--- src/include/qbus_macros.svh ---
/*
 * qbus bus-cycle unit parameters
 * bus widths, reply timeout and slave address window
 */
`ifndef QBUS_MACROS_SVH
`define QBUS_MACROS_SVH

// multiplexed AD bus
`define QBUS_AW            16    // address width
`define QBUS_DW            16    // data width

// cycles from DIN/DOUT until a missing RPLY counts as bus error
`define QBUS_RPLY_TIMEOUT  32

// words answered by the slave model, from address 0
`define QBUS_MEM_WORDS     256

`endif

--- src/source/qbus_pkg.sv ---
/*
 * qbus bus-cycle unit types
 * operation enum, host command, decoded operation and result structs
 */
`include "qbus_macros.svh"

package qbus_pkg;

   // bus cycle kinds issued by the host
   typedef enum logic [1:0] {
      OP_DATI  = 2'd0,                    // word read
      OP_DATO  = 2'd1,                    // word write
      OP_DATOB = 2'd2,                    // byte write
      OP_IAKO  = 2'd3                     // interrupt vector acknowledge
   } qbus_op_e;

   // host command, 34 bits
   typedef struct packed {
      qbus_op_e               op;         // cycle kind
      logic [`QBUS_AW-1:0]    addr;       // byte address
      logic [`QBUS_DW-1:0]    wdata;      // write data, low byte for DATOB
   } qbus_cmd_t;

   // operation as seen by the cycle sequencer
   typedef struct packed {
      logic                   rd;         // DATI
      logic                   wr;         // DATO or DATOB
      logic                   byte_op;    // WTBT in data phase
      logic                   iak;        // IAKO cycle, no SYNC
      logic [`QBUS_AW-1:0]    addr;       // address phase word
      logic [`QBUS_DW-1:0]    wdata;      // lane-aligned write data
   } qbus_dec_t;

   // finished cycle, 19 bits
   typedef struct packed {
      logic [`QBUS_DW-1:0]    rdata;      // read data or vector, zero on error
      logic                   berr;       // no reply within timeout
      qbus_op_e               op;         // echo of the command kind
   } qbus_res_t;

endpackage

--- src/source/qbus_cmd_decode.sv ---
/*
 * host command intake
 * four-phase req/ack receiver with a head slot and a reserve slot,
 * maps each command onto bus cycle flags
 */
`timescale 1ns/1ps

module qbus_cmd_decode
   import qbus_pkg::*;
(
   input  logic         pin_clk_p,     // bus clock, rising edge
   input  logic         rst,           // synchronous reset
   input  logic         cmd_req,       // host command request
   input  qbus_cmd_t    cmd,           // stable while cmd_req high
   output logic         cmd_ack,       // command latched
   input  logic         op_take,       // sequencer starts the head op
   output logic         op_valid,      // head slot occupied
   output qbus_dec_t    op             // head slot contents
);

qbus_dec_t  rsv_op;                    // reserve slot payload
logic       rsv_valid;                 // reserve slot occupied
logic       accept;                    // command latched this cycle

// turn a host command into strobe flags, byte data goes to its lane
function automatic qbus_dec_t decode(input qbus_cmd_t c);
   qbus_dec_t d;
   d.rd      = (c.op == OP_DATI);
   d.wr      = (c.op == OP_DATO) || (c.op == OP_DATOB);
   d.byte_op = (c.op == OP_DATOB);
   d.iak     = (c.op == OP_IAKO);
   d.addr    = c.addr;
   if (c.op == OP_DATOB)
      d.wdata = c.addr[0] ? {c.wdata[7:0], 8'h00} : {8'h00, c.wdata[7:0]};
   else
      d.wdata = c.wdata;
   return d;
endfunction

// new request, not yet acked, and at least one slot free
assign accept = cmd_req & ~cmd_ack & ~(op_valid & rsv_valid);

always_ff @(posedge pin_clk_p) begin
   if (rst) begin
      cmd_ack   <= 1'b0;
      op_valid  <= 1'b0;
      rsv_valid <= 1'b0;
   end else begin
      if (accept)
         cmd_ack <= 1'b1;              // ack one cycle after req
      else if (~cmd_req)
         cmd_ack <= 1'b0;              // req gone, close the handshake
      if (op_take & ~accept) begin
         op_valid  <= rsv_valid;       // reserve moves up, if any
         rsv_valid <= 1'b0;
      end else if (accept & ~op_take) begin
         if (op_valid)
            rsv_valid <= 1'b1;
         else
            op_valid  <= 1'b1;
      end
   end
end

// slot payloads, no reset needed
always_ff @(posedge pin_clk_p) begin
   if (op_take & accept)
      op <= decode(cmd);               // reserve empty here, refill head directly
   else if (op_take)
      op <= rsv_op;
   else if (accept & ~op_valid)
      op <= decode(cmd);
   if (accept & op_valid & ~op_take)
      rsv_op <= decode(cmd);
end

endmodule

--- config.mk ---
export PLATFORM = sky130hd
export DESIGN_NAME = qbus_cmd_decode
export DESIGN_NICKNAME = d
export VERILOG_FILES = /design/src/source/qbus_pkg.sv /design/src/source/qbus_cmd_decode.sv
export VERILOG_INCLUDE_DIRS = /design/src /design/src/include
export SDC_FILE = /design/constraint.sdc
export NUM_CORES = 1
export LEC_CHECK = 0
export BUFFER_PORTS_ARGS = -buffer_cell sky130_fd_sc_hd__buf_2
export CAP_MARGIN = 20
export CORE_MARGIN = 2
export CORE_UTILIZATION = 51
export CTS_CLUSTER_DIAMETER = 150
export DETAILED_ROUTE_END_ITERATION = 8
export PLACE_DENSITY = 0.89
export SYNTH_ARGS = -nofsm -noshare
export SYNTH_HDL_FRONTEND = slang
export SYNTH_SLANG_ARGS = --single-unit
--- constraint.sdc ---
create_clock -name pin_clk_p -period 11.55 [get_ports pin_clk_p]
set_clock_uncertainty 0.15 [all_clocks]
set_input_delay 1.7325 -clock pin_clk_p [delete_from_list [all_inputs] [get_ports pin_clk_p]]
set_output_delay 1.7325 -clock pin_clk_p [all_outputs]
set_load 0.01 [all_outputs]
# Yosys cells after proc, flatten, opt, wreduce, memory -nomap -nowiden
# Index checks and enable logic that the tools add are counted.
# W data, S select, Z words.
[op_classes] n_eq_ne=4 mux=9 n_bitwise=14 n_reduce_logical=6
[op_table] operator="$mux W36" count=3
[op_table] operator="$mux W16" count=2
[op_table] operator="$and A1 B1 Y1" count=9
[op_table] operator="$not A1 Y1" count=5
[op_table] operator="$eq A2 B2 Y1 const B" count=2
[op_table] operator="$mux W1" count=4
[op_table] operator="$reduce_bool A3 Y1" count=1
[op_table] operator="$eq A2 B1 Y1 const B" count=1
[op_table] operator="$logic_not A2 Y1" count=1
[op_table] operator="$ne A2 B1 Y1 const B" count=1
[op_table] operator="$reduce_and A2 Y1" count=1
[op_table] operator="$reduce_bool A2 Y1" count=1
[op_table] operator="$reduce_or A2 Y1" count=1
[op_table] operator="$logic_or A1 B1 Y1" count=1
[word_totals] reg_bits=75 input_bits=38 output_inout_bits=38

# Logic depth before layout (Yosys ltp)
[depth] depth_word=7 depth_mapped=7

# Worst setup path after synthesis
# OpenSTA, ideal clock, no wires.
[synth_path] kind="input to register" start="in op_take" end="reg rsv_op[0] (netlist name), enable pin" setup_ns=0.519 arrival_time_ns=5.384 t_required_ns=10.881 setup_slack_ns=5.497 stages=2 path_cell_list="clkbuf_1 > nor4_1"
[synth_via] elab_chain_cells=2
[synth_lines] element="from (decl)" line="qbus_cmd_decode.sv:16" rtl="input logic op_take,"
[synth_lines] element="$not A1 Y1" line="qbus_cmd_decode.sv:73" rtl="if (accept & op_valid & ~op_take)"
[synth_lines] element="$and A1 B1 Y1" line="qbus_cmd_decode.sv:73"
[synth_lines] element="to (signal assigned)" line="qbus_cmd_decode.sv:74" rtl="rsv_op <= decode(cmd);"
[synth_lines] element="to (decl)" line="qbus_cmd_decode.sv:21" rtl="qbus_dec_t rsv_op;"
# No other way between the ends.
# A chain may end at the register's enable or synchronous reset.

# Worst setup path after layout
[layout_path] start="in cmd_req" end="reg op[1] (netlist name), data pin"
[layout_via] elab_chain_cells=4
[layout_lines] element="from (decl)" line="qbus_cmd_decode.sv:13" rtl="input logic cmd_req,"
[layout_lines] element="$and A1 B1 Y1 (2 in a row)" line="qbus_cmd_decode.sv:41" rtl="assign accept = cmd_req & ~cmd_ack & ~(op_valid & rsv_valid);"
[layout_lines] element="named net accept" line="qbus_cmd_decode.sv:23" rtl="logic accept;"
[layout_lines] element="$and A1 B1 Y1" line="qbus_cmd_decode.sv:67" rtl="if (op_take & accept)"
[layout_lines] element="$mux W36" line="qbus_cmd_decode.sv:67"
[layout_lines] element="to (signal assigned)" line="qbus_cmd_decode.sv:68" rtl="op <= decode(cmd);"
[layout_lines] element="to (signal assigned)" line="qbus_cmd_decode.sv:70" rtl="op <= rsv_op;"
[layout_lines] element="to (signal assigned)" line="qbus_cmd_decode.sv:72" rtl="op <= decode(cmd);"
[layout_lines] element="to (decl)" line="qbus_cmd_decode.sv:18" rtl="output qbus_dec_t op"
# The timed path passes the listed nets, and every way through them passes these cells.

==> impl_metrics.yaml <==
clock_network:
  cts_buffer_depth: 2
  cts_tree: "built"
  root_buffer: "clkbuf_8"
  ctsResizeCount: 0
  cts_setup_buffers: 0
  htree_levels: 3
  clk_latency_ns: 0.33
  path_clk_slew_ns: 0.08
  numCtsBuffers: 9
  hold_buffers: 0
  cts.sinks: 75
synth:
  synth_warnings: 0
  synth-async-reset-ratio_pct: 0
  synth_xor_area_share_pct: 0
  synth_top_family_by_area: "multiplexers"
  post_synth.cell_area_avg_um2: 16.7
  synthFlopType: "edfxtp_1"
  synth_edf_count: 72
  synth_mux_area_share_pct: 10.5
  syn_area_mm2: 0.00310
  synthCells: 185
  synth_seq_area_share_pct: 71.8
  yosys.area_share.simple_pct: 7.60
  synth-compound-area-share_pct: 4.65
  synth_cell_types: 25
  ys_seq_elements: 75
  synth_fp_nets: 229
  synth_adder_area_share_pct: 2.43
route:
  drt-initial-drc-count: 122
  ant_nets: 0
  avgViaCountPerCell: 5.28
  postRouteWirelength_um: 5410
  num_vias: 1817
  wire_per_inst_um: 15.7
  drc: 0
  firstDrtPassIters: 4
worst_setup_path:
  crit_type: "in -> reg"
  arrival_ns: 3.74
  worst_r2r_path_depth: 5
  cp_max_fo: 16
  required_ns: 11.48
  rr_endpoint: "op[1]"
  r2r_slack_ns: 8.82
  cp-end-kind: "flip-flop"
  crit_path_start_kind: "primary input"
  r2r_start: "cmd_ack"
cells_and_area:
  final_layout_size_suffix_gt1_share_pct: 46.1
  layout_common_cells: "buf_2, edfxtp_1, mux2_2, clkbuf_8, nand2b_1"
  final_nets: 308
  synthToLayoutAreaGrowth_pct: 20.7
  final_common_cell: "buf_2"
  n_fill_cell: 450
  diodes: 0
global_routing:
  grt_max_degree: 37
  grt_pass1_wl_um: 8450
  grt_usage_pct: 17.2
  grt_overflow: 0
  grt_pass1_vias: 1743
  antenna_found_initial: 0
placement:
  dpl.hpwl_um: 3620
  place_congestion: 0.745
  port_buffers: 75
timing:
  drv_slew: 0
  finalSetupViolations: 0
  clock.fmax_mhz: 263
  rsz0062_at_grt: "false"
  timing.final.hold_violations: 0
  fin_crit_sh_pct: 33.0
  tightest_slew_ns: 0.769
  setup-tns-final_ns: 0
  max_slew_margin_pct: 48.7
  period_needed_ns: 3.81
die:
  die_h_um: 81.9
  die_x_um: 81.9
  ios: 76
  num_rows: 28
  dieArea_mm2: 0.00671
  fp.coreArea_mm2: 0.00589
  start_util_pct: 52.6
worst_hold_path:
  hold_path_end: "cmd_ack"
  hp-start: "cmd_ack"
  hold_depth: 1
  hold_class: "reg -> reg"
power_and_ir_drop:
  p_per_area_mw_per_mm2: 156
  finalPower_w: 0.000581
  leakage_nw: 1.48
  ir_worst_vdd_mv: 0.0837
status:
  status: "finished clean"
job:
  drv_cap: 0
[metal layers]
| layer | share of wire (%) | global-route usage (%) | vias to the layer above |
|---|---|---|---|
| met4 | 1.7 | 8.00 | 0 |
| met3 | 7.6 | 4.29 | 10 |
| li1 | - | - | 868 |
| met2 | 47 | 26.7 | 78 |
| met5 | 0 | 0 | - |
| met1 | 44 | 22.7 | 861 |
[flip-flops by register name (all words and copies together), names as in the netlist]
signal,flops
op,36
rsv_op,36
cmd_ack,1
op_valid,1
rsv_valid,1
[where the power goes]
part | switching, W | internal [W]
Sequential | 0.00000485 | 0.000319
Combinational | 0.0000358 | 0.0000290
Clock | 0.0000915 | 0.000101
[cells by family (layout without fill, tap and decap cells)]
kind of cell / after synthesis / count (layout)
compound gates: 21 / 21
mux: 28 / 28
fa+ha+maj: 6 / 6
flops: 75 / 75
simple gates: 41 / 41
buf+inv: 14 / 98
[worst max-delay path, cell delays in order]
cell	delay (ns)
buf_2	0.09
nand2b_1	0.13
a21oi_1	0.22
ha_1	0.48
nand2b_1	0.67
mux2_2	0.41
[area by class of cell]
| type | count | area (µm²) | area share [%] |
|---|---|---|---|
| Clock inverter | 3 | 20.0 | 0.536 |
| Inverter | 5 | 18.8 | 0.503 |
| Sequential cell | 75 | 2220 | 59.5 |
| Multi-Input combinational cell | 96 | 798 | 21.4 |
| Timing Repair Buffer | 77 | 403 | 10.8 |
| Clock buffer | 13 | 179 | 4.79 |
| Tap cell | 75 | 93.8 | 2.51 |
[how the worst max path moves through the flow]
stage / from / to / depth (start not counted)
2_1_floorplan: op_take / rsv_op[0] / 2
3_3_place_gp: cmd_req / op[4] / 6
3_5_place_dp: cmd_req / op[1] / 6
4_1_cts: cmd_req / op[1] / 6
5_1_grt: cmd_req / op[1] / 6
6_report: cmd_req / op[1] / 6
[synth_stat cells (3+ instances only)]
cell,count,area share [%]
mux2_4,3,1.5
ha_1,6,2.4
edfxtp_1,72,70
inv_1,5,0.61
buf_6,4,1.5
a31oi_1,8,1.6
nand2b_1,11,2.2
dfxtp_1,3,1.9
a21boi_0,5,1.2
nor3b_1,8,1.9
nand2_1,9,1.1
mux2_2,25,9.1
a21boi_1,3,0.73
nand3_1,8,1.3
[per-stage QoR]
stage	area [µm²]	instances	worst slack (ns)	hold WS [ns]	utilization, %
detailed placement	3540	328	7.41	0.353	60.1
CTS	3730	344	7.76	0.371	63.5
floorplan	3100	185	5.50	0.367	-
global placement	3520	327	7.53	0.340	59.7
finish	3730	344	7.74	0.371	63.5
global route	3730	344	7.64	0.379	63.5
No activity file was read; power rests on OpenSTA's default activity.
