File: src/include/qbus_macros.svh
/*
 * qbus bus-cycle unit parameters
 * bus widths, reply timeout and slave address window
 */
`ifndef QBUS_MACROS_SVH
`define QBUS_MACROS_SVH

// multiplexed AD bus
`define QBUS_AW            16    // address width
`define QBUS_DW            16    // data width

// cycles from DIN/DOUT until a missing RPLY counts as bus error
`define QBUS_RPLY_TIMEOUT  32

// words answered by the slave model, from address 0
`define QBUS_MEM_WORDS     256

`endif

File: src/source/qbus_pkg.sv
/*
 * qbus bus-cycle unit types
 * operation enum, host command, decoded operation and result structs
 */
`include "qbus_macros.svh"

package qbus_pkg;

   // bus cycle kinds issued by the host
   typedef enum logic [1:0] {
      OP_DATI  = 2'd0,                    // word read
      OP_DATO  = 2'd1,                    // word write
      OP_DATOB = 2'd2,                    // byte write
      OP_IAKO  = 2'd3                     // interrupt vector acknowledge
   } qbus_op_e;

   // host command, 34 bits
   typedef struct packed {
      qbus_op_e               op;         // cycle kind
      logic [`QBUS_AW-1:0]    addr;       // byte address
      logic [`QBUS_DW-1:0]    wdata;      // write data, low byte for DATOB
   } qbus_cmd_t;

   // operation as seen by the cycle sequencer
   typedef struct packed {
      logic                   rd;         // DATI
      logic                   wr;         // DATO or DATOB
      logic                   byte_op;    // WTBT in data phase
      logic                   iak;        // IAKO cycle, no SYNC
      logic [`QBUS_AW-1:0]    addr;       // address phase word
      logic [`QBUS_DW-1:0]    wdata;      // lane-aligned write data
   } qbus_dec_t;

   // finished cycle, 19 bits
   typedef struct packed {
      logic [`QBUS_DW-1:0]    rdata;      // read data or vector, zero on error
      logic                   berr;       // no reply within timeout
      qbus_op_e               op;         // echo of the command kind
   } qbus_res_t;

endpackage

File: src/source/qbus_result.sv
/*
 * result return stage
 * captures a finished cycle and hands it to the host over four-phase req/ack
 */
`timescale 1ns/1ps

module qbus_result
   import qbus_pkg::*;
(
   input  logic         pin_clk_p,     // bus clock
   input  logic         rst,           // synchronous reset
   input  logic         done,          // cycle finished pulse
   input  qbus_res_t    done_res,      // valid with done
   output logic         res_busy,      // hold off the sequencer
   output logic         res_req,       // result request to host
   output qbus_res_t    res,           // stable while res_req high
   input  logic         res_ack        // host took the result
);

logic busy_q;                          // result held until handshake closes

// done counts as busy too, the sequencer sees it the same cycle
assign res_busy = busy_q | done;

always_ff @(posedge pin_clk_p) begin
   if (rst) begin
      busy_q  <= 1'b0;
      res_req <= 1'b0;
   end else begin
      if (done) begin
         busy_q  <= 1'b1;
         res_req <= 1'b1;              // one cycle after done
      end else begin
         if (res_req & res_ack)
            res_req <= 1'b0;           // host has it, drop request
         if (busy_q & ~res_req & ~res_ack)
            busy_q  <= 1'b0;           // ack fell, handshake closed
      end
   end
end

// result payload
always_ff @(posedge pin_clk_p) begin
   if (done)
      res <= done_res;
end

endmodule

File: config.mk
export PLATFORM = sky130hd
export DESIGN_NAME = qbus_result
export DESIGN_NICKNAME = d
export VERILOG_FILES = /design/src/source/qbus_pkg.sv /design/src/source/qbus_result.sv
export VERILOG_INCLUDE_DIRS = /design/src /design/src/include
export SDC_FILE = /design/constraint.sdc
export NUM_CORES = 1
export LEC_CHECK = 0
export BUFFER_PORTS_ARGS = -buffer_cell sky130_fd_sc_hd__buf_2
export CORE_MARGIN = 3
export CORE_UTILIZATION = 41
export CTS_CLUSTER_SIZE = 10
export DETAILED_ROUTE_END_ITERATION = 10
export PLACE_DENSITY = 0.79
export SLEW_MARGIN = 30
export SYNTH_ARGS = -nofsm -noshare
export SYNTH_HDL_FRONTEND = slang
export SYNTH_SLANG_ARGS = --single-unit
File: constraint.sdc
create_clock -name pin_clk_p -period 1.65 [get_ports pin_clk_p]
set_input_delay 0.4125 -clock pin_clk_p [delete_from_list [all_inputs] [get_ports pin_clk_p]]
set_output_delay 0.4125 -clock pin_clk_p [all_outputs]
set_load 0.02 [all_outputs]
Word level (Yosys, flattened, before mapping)
Index checks and enable logic that the tools add are counted.
Widths: inputs -> output; s select.
- register bits after elaboration: 21
- input bits: 23
- output and inout port bits: 21
- logic and storage cells: 17
- multiplexer cells: 4
- bitwise operators: 6
- reduce and logical (&&, ||, !) cells: 2
- operators with widths (cell ; number):
    $mux 1 ; 4
    $reduce_bool 2->1 ; 2
    $and 1x1->1 ; 3
    $not 1->1 ; 2
    $or 1x1->1 ; 1

Longest topological paths before layout
Gate-level depths: netlist (run 1).
- depth after elaboration: 5
- depth in mapped cells: 2
- depth with buffers taken out: 2

Least setup slack after synthesis (run 1)
Ideal clock, no wire load.
- path type: in2out
- from: input done
- to: output res_busy
- data arrival time: 0.688 ns
- slack: 0.550 ns
- stages on the path: 1
- path buffers: 0
- cell sequence: or2_1
- longest elaborated chain between the ends: 1
- RTL lines (element ; line ; text):
    start, declared ; qbus_result.sv:12 ; input logic done,
    $or 1x1->1 ; qbus_result.sv:23 ; assign res_busy = busy_q | done;
    end, declared ; qbus_result.sv:14 ; output logic res_busy,
Every way passes these cells.

Worst setup path after layout (run 1)
- from: register busy_q
- to: output res_busy
- longest elaborated chain between the ends: 1
- RTL lines (element ; line ; text):
    start, declared ; qbus_result.sv:20 ; logic busy_q;
    start signal, assigned ; qbus_result.sv:27 ; busy_q <= 1'b0;
    start signal, assigned ; qbus_result.sv:31 ; busy_q <= 1'b1;
    start signal, assigned ; qbus_result.sv:37 ; busy_q <= 1'b0;
    $or 1x1->1 ; qbus_result.sv:23 ;
Every way passes these cells.

==> results of run 1 <==
[critical path, stage by stage, from the launching register on]
cell and delay, ps:
dfxtp_1 330, or2_1 220, buf_2 160
[layer usage]
metal  wire (um)  global-route usage (%)  up-vias
met5           0                       0        -
met4          10                    3.51        0
met3          94                    3.56        2
met2         690                    22.0       15
met1         493                    16.0      186
li1            -                       -      197
[layout by cell type, fill, tap and decap left out, drive strengths merged]
cell type	count
buf	44
dfxtp	2
o21ai	1
edfxtp	19
inv	1
clkbuf	4
or2	1
a21oi	2
nand2b	1
[cell type report]
cell class              instances  area [um^2]
multi-input cells               5         31.3
repair buffers                 44          223
inverters                       1         3.75
flip-flops and latches         21          611
fillers                       111          469
clock buffers                   4         26.3
well taps                      15         18.8
[where the power goes]
part           total [mW]  internal (mW)  switching, mW
Sequential          0.635          0.624         0.0106
Combinational       0.134         0.0489         0.0848
Clock               0.229         0.0937          0.135
[worst max-delay path by stage]
stage / from / to / slack (ps) / depth (start not counted)
floorplan: done / res_busy / 550 / 1
global placement: done / res_busy / 370 / 3
detailed placement: done / res_busy / 360 / 3
CTS: busy_q$_SDFFE_PP0P_ / res_busy / 230 / 2
global route: busy_q$_SDFFE_PP0P_ / res_busy / 190 / 2
finish: busy_q$_SDFFE_PP0P_ / res_busy / 250 / 2
[flip-flops by register name, indices dropped and copies added, names as in the netlist]
register,count
busy_q,1
res,19
res_req,1
[kinds of logic after synthesis]
logic type             count (synthesis)
buffers and inverters                  1
flip-flops                            21
AND/OR/NAND/NOR                        2
AO/OA/AOI/OAI                          3
[through the flow]
stage               power [mW]  worst slack [ps]  hold WS, ps  instances
floorplan                0.708               550          442         27
global placement         0.778               372          457         86
detailed placement       0.783               355          478         86
CTS                       1.01               234          277         90
global route              1.04               193          272         90
finish                   0.998               246          284         90
==> summary.txt, run 1 <==
Outcome
  • Status: finished, final reports clean

Clock tree
  • H-tree levels: 1
  • Post-CTS Hold Buffers: 0
  • Clock root buffer master: clkbuf_4
  • TritonCTS clock tree: yes
  • Clock tree buffer depth: 2
  • Clock transition at the registers of the reported paths: 110 ps
  • TritonCTS Sinks: 21
  • TritonCTS buffer count: 3
  • Post-CTS setup buffers: 0
  • Skew-Pair Late Insertion Delay: 280 ps
  • Number of instances resized during post-cts repair: 0

STA
  • Rel. slew slack: 83.9%
  • Final period utilization: 85.1%
  • Post-route setup TNS: 0 ps
  • Fin. Hold Viols: 0
  • Final clock skew: 0.0888 ps
  • Slew Viols, Final: 0
  • Min cycle time layout: 1400 ps
  • RSZ-0062 raised after global routing: no
  • Slew @ Worst Pin: 241 ps
  • Setup violators final: 0
  • Max Clock Freq: 712 MHz

Setup path
  • Worst setup path class: reg2out
  • FF-to-FF End: busy_q$_SDFFE_PP0P_
  • CP Max Fanout: 2
  • CP arrival: 990 ps
  • R2R depth: 2
  • Crit path capture type: output pin
  • WP data required: 1240 ps
  • FF-to-FF Start: res_req$_SDFFE_PP0P_
  • Startpoint types: flip-flop
  • Reg2Reg Setup Slack: 980 ps

Die
  • Core Rows: 13
  • Die Wd: 45.7 um
  • Starting Density: 46.7%
  • Die Height: 45.7 um
  • Die area: 0.00209 mm^2
  • Ports: 44
  • Core ar.: 0.00138 mm^2

Drt
  • DR vias: 400
  • Detailed Route WL: 1290 um
  • DR iter-0 viols: 9
  • Drt pass-1 iters: 4
  • DR vias/cell: 4.44
  • Wire per inst: 14.3 um
  • Antenna-violating nets left: 0
  • Drt drc: 0

Placement
  • Routability cong.: 0.609
  • DP Area: 887 um^2
  • HPWL Detailed: 1060 um
  • I/O Buffers: 43

Logic synthesis
  • Commonest cells post-synth: edfxtp_1 (19), dfxtp_1 (2)
  • Largest area contributor in the netlist: edfxtp_1
  • Syn_area_per_cell: 23.9 um^2
  • Seq/Total Area, Yosys: 94.6%
  • Synth warn: 0
  • Share of the synthesized area in the top cell type: 88.4%
  • Post-synthesis compound-gate area fraction: 2.91%
  • Cell count after synthesis: 27
  • Flops & latches, synth: 21
  • Synthesized net count: 50
  • Synth Area in Adders: 0%
  • Mux contribution to synthesized area: 0%
  • Post-Synth XOR/XNOR Area: 0%
  • Unique masters post-synth: 8
  • Async SR Flop Fraction: 0%
  • Top cells by area, synth: edfxtp_1 (88%), dfxtp_1 (6.2%), a21oi_2 (1.4%)
  • EDFF count, synth: 19
  • Top-count cell post-synth: edfxtp_1
  • Largest family of logic cells by synthesized area: compound AO/OA/AOI/OAI gates
  • Post-synth top flop: edfxtp_1
  • Simple-gate portion of the synthesized area: 1.94%
  • Post-Syn Area: 646 um^2

Global route
  • First-pass GRT wire length: 1840 um
  • Largest net degree at the start of global routing: 21
  • All-Layer GR Usage: 12.9%
  • Initial antenna violation count: 0
  • Grt total ovfl: 0
  • Vias in the first global route: 411

Final layout
  • Final net count: 99
  • Area growth syn-to-layout: 41.5%
  • Ant diodes: 0
  • Final Cell Area: 913 um^2
  • Fraction of layout cells with a size suffix above 1: 64.0%
  • Final Core Density: 66.1%

Worst hold path
  • Worst hold start: rst
  • Hold Path Depth: 2
  • Worst hold-check path type: in2reg
  • Min-Delay Endpoint: res_req$_SDFFE_PP0P_

Pwr
  • Worst ir drop on vdd: 0.000724 V
  • Lkg Pwr: 0.405 nW
  • Power Dens Cells: 1090 mW/mm^2

Job
  • Max_cap viols: 0
Power figures use the tool's default switching activity.
==> run 2, diff against run 1 <==
- CORE_MARGIN: 3 -> 2
==> run 2 against run 1 <==
  * Sequential cell count did not move
  * Global-route usage shrank 0.81 points
  * Largest power group unchanged
  * Largest cell class unchanged
  * Cell area increased by 0.14%
==> summary.txt, run 2 (same netlist as run 1, synthesis figures left out) <==
Outcome
  • Status: finished, final reports clean

Drt
  • Drt drc: 0 (unchanged)
  • Drt pass-1 iters: 2 (-2)
  • Antenna-violating nets left: 0 (unchanged)
  • DR vias: 408 (+2.0%)
  • Wire per inst: 11.7 um (-18%)
  • DR vias/cell: 4.48 (+0.88%)
  • Detailed Route WL: 1070 um (-17%)
  • DR iter-0 viols: 12 (+3)

Clock tree
  • Clock tree buffer depth: 2 (unchanged)
  • Skew-Pair Late Insertion Delay: 280 ps (about the same)
  • Clock transition at the registers of the reported paths: 100 ps (about the same)
  • TritonCTS buffer count: 3 (unchanged)
  • Number of instances resized during post-cts repair: 0 (unchanged)
  • Post-CTS setup buffers: 0 (unchanged)
  • Post-CTS Hold Buffers: 0 (unchanged)
  • TritonCTS clock tree: yes
  • H-tree levels: 1 (unchanged)
  • Clock root buffer master: clkbuf_4
  • TritonCTS Sinks: 21 (unchanged)

STA
  • Post-route setup TNS: 0 ps (unchanged)
  • Slew Viols, Final: 0 (unchanged)
  • Final period utilization: 84.1% (-1.0 points)
  • Slew @ Worst Pin: 243 ps (+1.68 ps)
  • Setup violators final: 0 (unchanged)
  • Max Clock Freq: 721 MHz (+1.2%)
  • Min cycle time layout: 1390 ps (-17.0 ps)
  • Worst hold slack: 287 ps (+3.32 ps)
  • Final clock skew: 0.0362 ps (-0.0527 ps)
  • Fin. Hold Viols: 0 (unchanged)
  • RSZ-0062 raised after global routing: no
  • Rel. slew slack: 83.8% (-0.11 points)

Global route
  • Global routing's busiest layer: met2
  • GR Util met3: 4.17% (+0.61 points)
  • First-pass GRT wire length: 1630 um (-11%)
  • Met1 usage: 13.9% (-2.0 points)
  • Initial antenna violation count: 0 (unchanged)
  • Largest net degree at the start of global routing: 21 (unchanged)
  • Vias in the first global route: 406 (-1.2%)
  • All-Layer GR Usage: 12.1% (-0.81 points)
  • Grt total ovfl: 0 (unchanged)
  • GR Util met2: 19.4% (-2.6 points)

Setup path
  • Reg2Reg Setup Slack: 970 ps (about the same)
  • Startpoint types: flip-flop
  • Slowest cell on the critical path: dfxtp_1
  • CP Max Fanout: 2 (unchanged)
  • Worst Setup SP: busy_q$_SDFFE_PP0P_
  • WP data required: 1240 ps (about the same)
  • Worst path max stage delay: 320 ps (about the same)
  • Worst setup path class: reg2out
  • R2R depth: 2 (unchanged)
  • FF-to-FF Start: res_req$_SDFFE_PP0P_
  • Worst-path cell chain: or2_1 -> buf_2
  • CP arrival: 970 ps (-20 ps)
  • Crit path capture type: output pin
  • FF-to-FF End: busy_q$_SDFFE_PP0P_

Pwr
  • Worst ir drop on vdd: 0.000657 V (-9.2%)
  • Lkg Pwr: 0.405 nW (unchanged)
  • Power Dens Cells: 1080 mW/mm^2 (-0.67%)
  • Pwr Total: 0.992 mW (-0.53%)

Placement
  • HPWL Detailed: 802 um (-24%)
  • Routability cong.: 0.576 (-5.5%)
  • I/O Buffers: 43 (unchanged)

Die
  • Core Rows: 14 (+1)
  • Die Height: 43.7 um (-4.4%)
  • Ports: 44 (unchanged)
  • Core ar.: 0.00149 mm^2 (+7.7%)
  • Starting Density: 43.4% (-3.3 points)
  • Die Wd: 43.7 um (-4.4%)
  • Die area: 0.00191 mm^2 (-8.6%)

Worst hold path
  • Worst hold start: rst
  • Worst hold-check path type: in2reg
  • Min-Delay Endpoint: res_req$_SDFFE_PP0P_
  • Hold Path Depth: 2 (unchanged)

Job
  • Max_cap viols: 0 (unchanged)

Final layout
  • Most frequent cells in the layout: buf_2 (43), edfxtp_1 (19), clkbuf_4 (3)
  • Max reg flops: 19 (unchanged)
  • Largest regs: res (19), busy_q (1), res_req (1)
  • Most common cell after layout, fill and taps aside: buf_2
  • Final net count: 99 (unchanged)
  • Area growth syn-to-layout: 41.7%
  • Ant diodes: 0 (unchanged)
  • Fraction of layout cells with a size suffix above 1: 64.0% (unchanged)
  • Largest Register: res
run 2: cell type report:
| cell class | instances | area, um^2 |
|---|---|---|
| fillers | 123 | 574 |
| repair buffers | 44 | 223 |
| flip-flops and latches | 21 | 611 |
| well taps | 16 | 20.0 |
| inverters | 1 | 3.75 |
| multi-input cells | 5 | 31.3 |
| clock buffers | 4 | 26.3 |
run 2: where the power goes:
part           switching [mW]  total, mW  leakage (nW)  internal, mW
clock network           0.133      0.226        0.0150        0.0937
registers             0.00907      0.633         0.203         0.624
logic                  0.0840      0.133         0.188        0.0489
run 2: layer usage:
layer  vias up  routed length (um)
met3         2                 130
li1        199                   -
met4         0                   9
met5         -                   0
met2        27                 506
met1       180                 418
run 2: worst max-delay path by stage:
stage,end,slack (ps)
2_1_floorplan,res_busy,550
5_1_grt,res_busy,230
4_1_cts,res_busy,260
3_3_place_gp,res_busy,380
3_5_place_dp,res_busy,380
6_report,res_busy,260
run 2: through the flow:
| step | cell area [um^2] | setup slack [ps] | instances | util (%) |
|---|---|---|---|---|
| global route | 915 | 225 | 91 | 61.4 |
| floorplan | 646 | 550 | 27 | - |
| detailed placement | 888 | 375 | 87 | 59.7 |
| global placement | 888 | 380 | 87 | 59.7 |
| finish | 915 | 263 | 91 | 61.4 |
| CTS | 915 | 255 | 91 | 61.4 |
run 2: critical path: cells and delay by family, from the launching register on:
family | cells | cell delay (ps)
buf+inv | 1 | 160
flops | 1 | 320
simple gates | 1 | 210
==> run 3, diff against run 2 <==
- CORE_UTILIZATION: 41 -> 35
- PLACE_DENSITY: 0.79 -> 0.72
- clock period: 1.65 -> 1.2 ns (I/O delays scaled with it)
==> run 3 against run 2 <==
  * The run now ends with setup timing left
  * Non-clock buffer count unchanged
  * Highest routed layer is now met3
  * Largest cell class unchanged
  * Hold slack got worse by 110 ps
  * Register-to-register slack got worse by 440 ps
  * Worst setup slack got worse by 320 ps
  * Die area increased by 16%
  * Sequential power increased by 38%
  * Largest power group unchanged
  * Sequential cell count unchanged
  * Critical endpoint unchanged
  * First-iteration DRC count decreased by 67%
  * Critical path type unchanged
==> summary.txt, run 3 (same netlist as run 1, synthesis figures left out) <==
Setup path
  • Reg2Reg Setup Slack: 530 ps (-440 ps)
  • R2R depth: 2 (unchanged)
  • Slowest cell on the critical path: dfxtp_2
  • Critical path depth: 2 (unchanged)
  • CP Max Fanout: 2 (unchanged)
  • Crit path capture type: output pin
  • Worst path max stage delay: 330 ps (about the same)
  • FF-to-FF End: busy_q$_SDFFE_PP0P_
  • FF-to-FF Start: res_req$_SDFFE_PP0P_
  • Startpoint types: flip-flop
  • CP arrival: 960 ps (about the same)
  • Worst path top cell family by delay: flip-flops
  • WP data required: 900 ps (-340 ps)
  • Buf/Inv on CP: 1 (unchanged)
  • Worst-path cell chain: or2_1 -> buf_6
  • Worst setup path class: reg2out

Worst hold path
  • Min-Delay Endpoint: res_req$_SDFFE_PP0P_
  • Worst hold start: rst
  • Worst hold-check path type: in2reg
  • Hold Path Depth: 2 (unchanged)

Drt
  • Drt pass-1 iters: 2 (unchanged)
  • Antenna-violating nets left: 0 (unchanged)
  • DR iter-0 viols: 4 (-8)
  • DR vias: 412 (+0.98%)
  • Drt drc: 0 (unchanged)
  • DR vias/cell: 4.12 (-8.1%)
  • Detailed Route WL: 1090 um (+2.2%)
  • Wire per inst: 10.9 um (-7.0%)

Final layout
  • Final Cell Area: 933 um^2 (+2.1%)
  • Ant diodes: 0 (unchanged)
  • Area growth syn-to-layout: 44.6%
  • Non-filler cells, final: 100 (+9.9%)
  • Final net count: 99 (unchanged)
  • Most common cell after layout, fill and taps aside: buf_2
  • # fillers: 163 (+33%)
  • Fraction of layout cells with a size suffix above 1: 65.3% (+1.3 points)
  • Final Core Density: 54.1% (-7.4 points)
  • Most frequent cells in the layout: buf_2 (42), edfxtp_1 (19), clkbuf_4 (3)
  • Largest regs: res (19), busy_q (1), res_req (1)
  • Largest Register: res
  • Max reg flops: 19 (unchanged)

Pwr
  • Lkg Pwr: 0.408 nW (+0.66%)
  • Pwr Total: 1.37 mW (+38%)
  • Worst ir drop on vdd: 0.000777 V (+18%)
  • Power Dens Cells: 1470 mW/mm^2 (+36%)

STA
  • Setup WS post-layout: -61.5 ps (-325 ps)
  • Slew Viols, Final: 0 (unchanged)
  • Fin. Hold Viols: 0 (unchanged)
  • Max Clock Freq: 793 MHz
  • Post-route setup TNS: -61.5 ps (-61.5 ps)
  • Setup violators final: 1 (+1)
  • Final period utilization: 105%
  • Slew @ Worst Pin: 241 ps (-1.58 ps)
  • RSZ-0062 raised after global routing: yes
  • Final clock skew: 0.0547 ps (+0.0185 ps)
  • Rel. slew slack: 83.9% (+0.10 points)
  • Min cycle time layout: 1260 ps

Clock tree
  • Clock transition at the registers of the reported paths: 100 ps (about the same)
  • TritonCTS Sinks: 21 (unchanged)
  • Post-CTS Hold Buffers: 0 (unchanged)
  • Clock root buffer master: clkbuf_4
  • Post-CTS setup buffers: 0 (unchanged)
  • H-tree levels: 1 (unchanged)
  • Skew-Pair Late Insertion Delay: 280 ps (about the same)
  • TritonCTS clock tree: yes
  • Clock tree buffer depth: 2 (unchanged)
  • TritonCTS buffer count: 3 (unchanged)

Die
  • Die Wd: 47.0 um (+7.5%)
  • Core Rows: 15 (+1)
  • Core ar.: 0.00173 mm^2 (+16%)
  • Ports: 44 (unchanged)
  • Die area: 0.00220 mm^2 (+16%)
  • Starting Density: 37.4% (-6.0 points)
  • Die Height: 47.0 um (+7.5%)

Placement
  • I/O Buffers: 43 (unchanged)
  • DP Cell Count: 96 (+10%)
  • DP Area: 900 um^2 (+1.3%)
  • Routability cong.: 0.661 (+15%)
  • HPWL Detailed: 843 um (+5.1%)

Global route
  • Global routing's busiest layer: met2
  • GR Util met2: 16.7% (-2.7 points)
  • Initial antenna violation count: 0 (unchanged)
  • Largest net degree at the start of global routing: 21 (unchanged)
  • Grt total ovfl: 0 (unchanged)
  • All-Layer GR Usage: 10.1% (-2.0 points)
  • Met1 usage: 12.3% (-1.6 points)
  • First-pass GRT wire length: 1550 um (-5.1%)
  • Vias in the first global route: 384 (-5.4%)
  • GR Util met3: 3.85% (-0.32 points)

Job
  • Max_cap viols: 0 (unchanged)

Outcome
  • Failing checks: setup timing
  • Status: complete, but fails checks
[run 3: changes by cell type in the layout (fill, tap and decap cells not counted)]
cell     before  now
dfxtp_2       0    1
buf_2        43   42
buf_6         0    1
dfxtp_1       2    1
[run 3: repair_timing]
action / in CTS / in global routing
pin swaps: 1 / 0
gates resized for setup: 3 / 0
endpoints found under the hold margin: 0 / 0
endpoints found under the setup margin: 1 / 1
[run 3: worst max-delay path by stage]
stage / from / slack (ps) / end
after floorplan: done / 320 / res_busy
after global placement: done / 150 / res_busy
after detailed placement: done / 140 / res_busy
after CTS: busy_q$_SDFFE_PP0P_ / -80 / res_busy
after global routing: busy_q$_SDFFE_PP0P_ / -100 / res_busy
final: busy_q$_SDFFE_PP0P_ / -60 / res_busy
[run 3: per-layer routing]
metal  routed length [um]  part of all wire, %
met1                  422                   39
met3                   92                  8.5
met2                  572                   53
met5                    0                    0
met4                    0                    0
[run 3: final cells by class]
class	instances	area, um^2	area share, %
sequential	21	612	65.5
timing repair buffer	44	229	24.5
clock buffer	4	26.3	2.82
multi-input combinational	5	31.3	3.35
tap	25	31.3	3.35
inverter	1	3.75	0.402
[run 3: worst register-to-register path, cell delays in order, from the launching register on]
cell,delay (ps)
dfxtp_1,340
o21ai_0,160
a21oi_1,80
[run 3: where the power goes]
group | switching [mW] | internal, mW
sequential | 0.0134 | 0.858
combinational | 0.115 | 0.0700
clock | 0.187 | 0.129
total | 0.315 | 1.06
[run 3: through the flow]
stage                     hold WS, ps  setup slack, ps
after floorplan                   362              325
after global placement            453              152
after detailed placement          476              140
after CTS                         166            -82.1
after global routing              155             -103
final                             176            -61.5
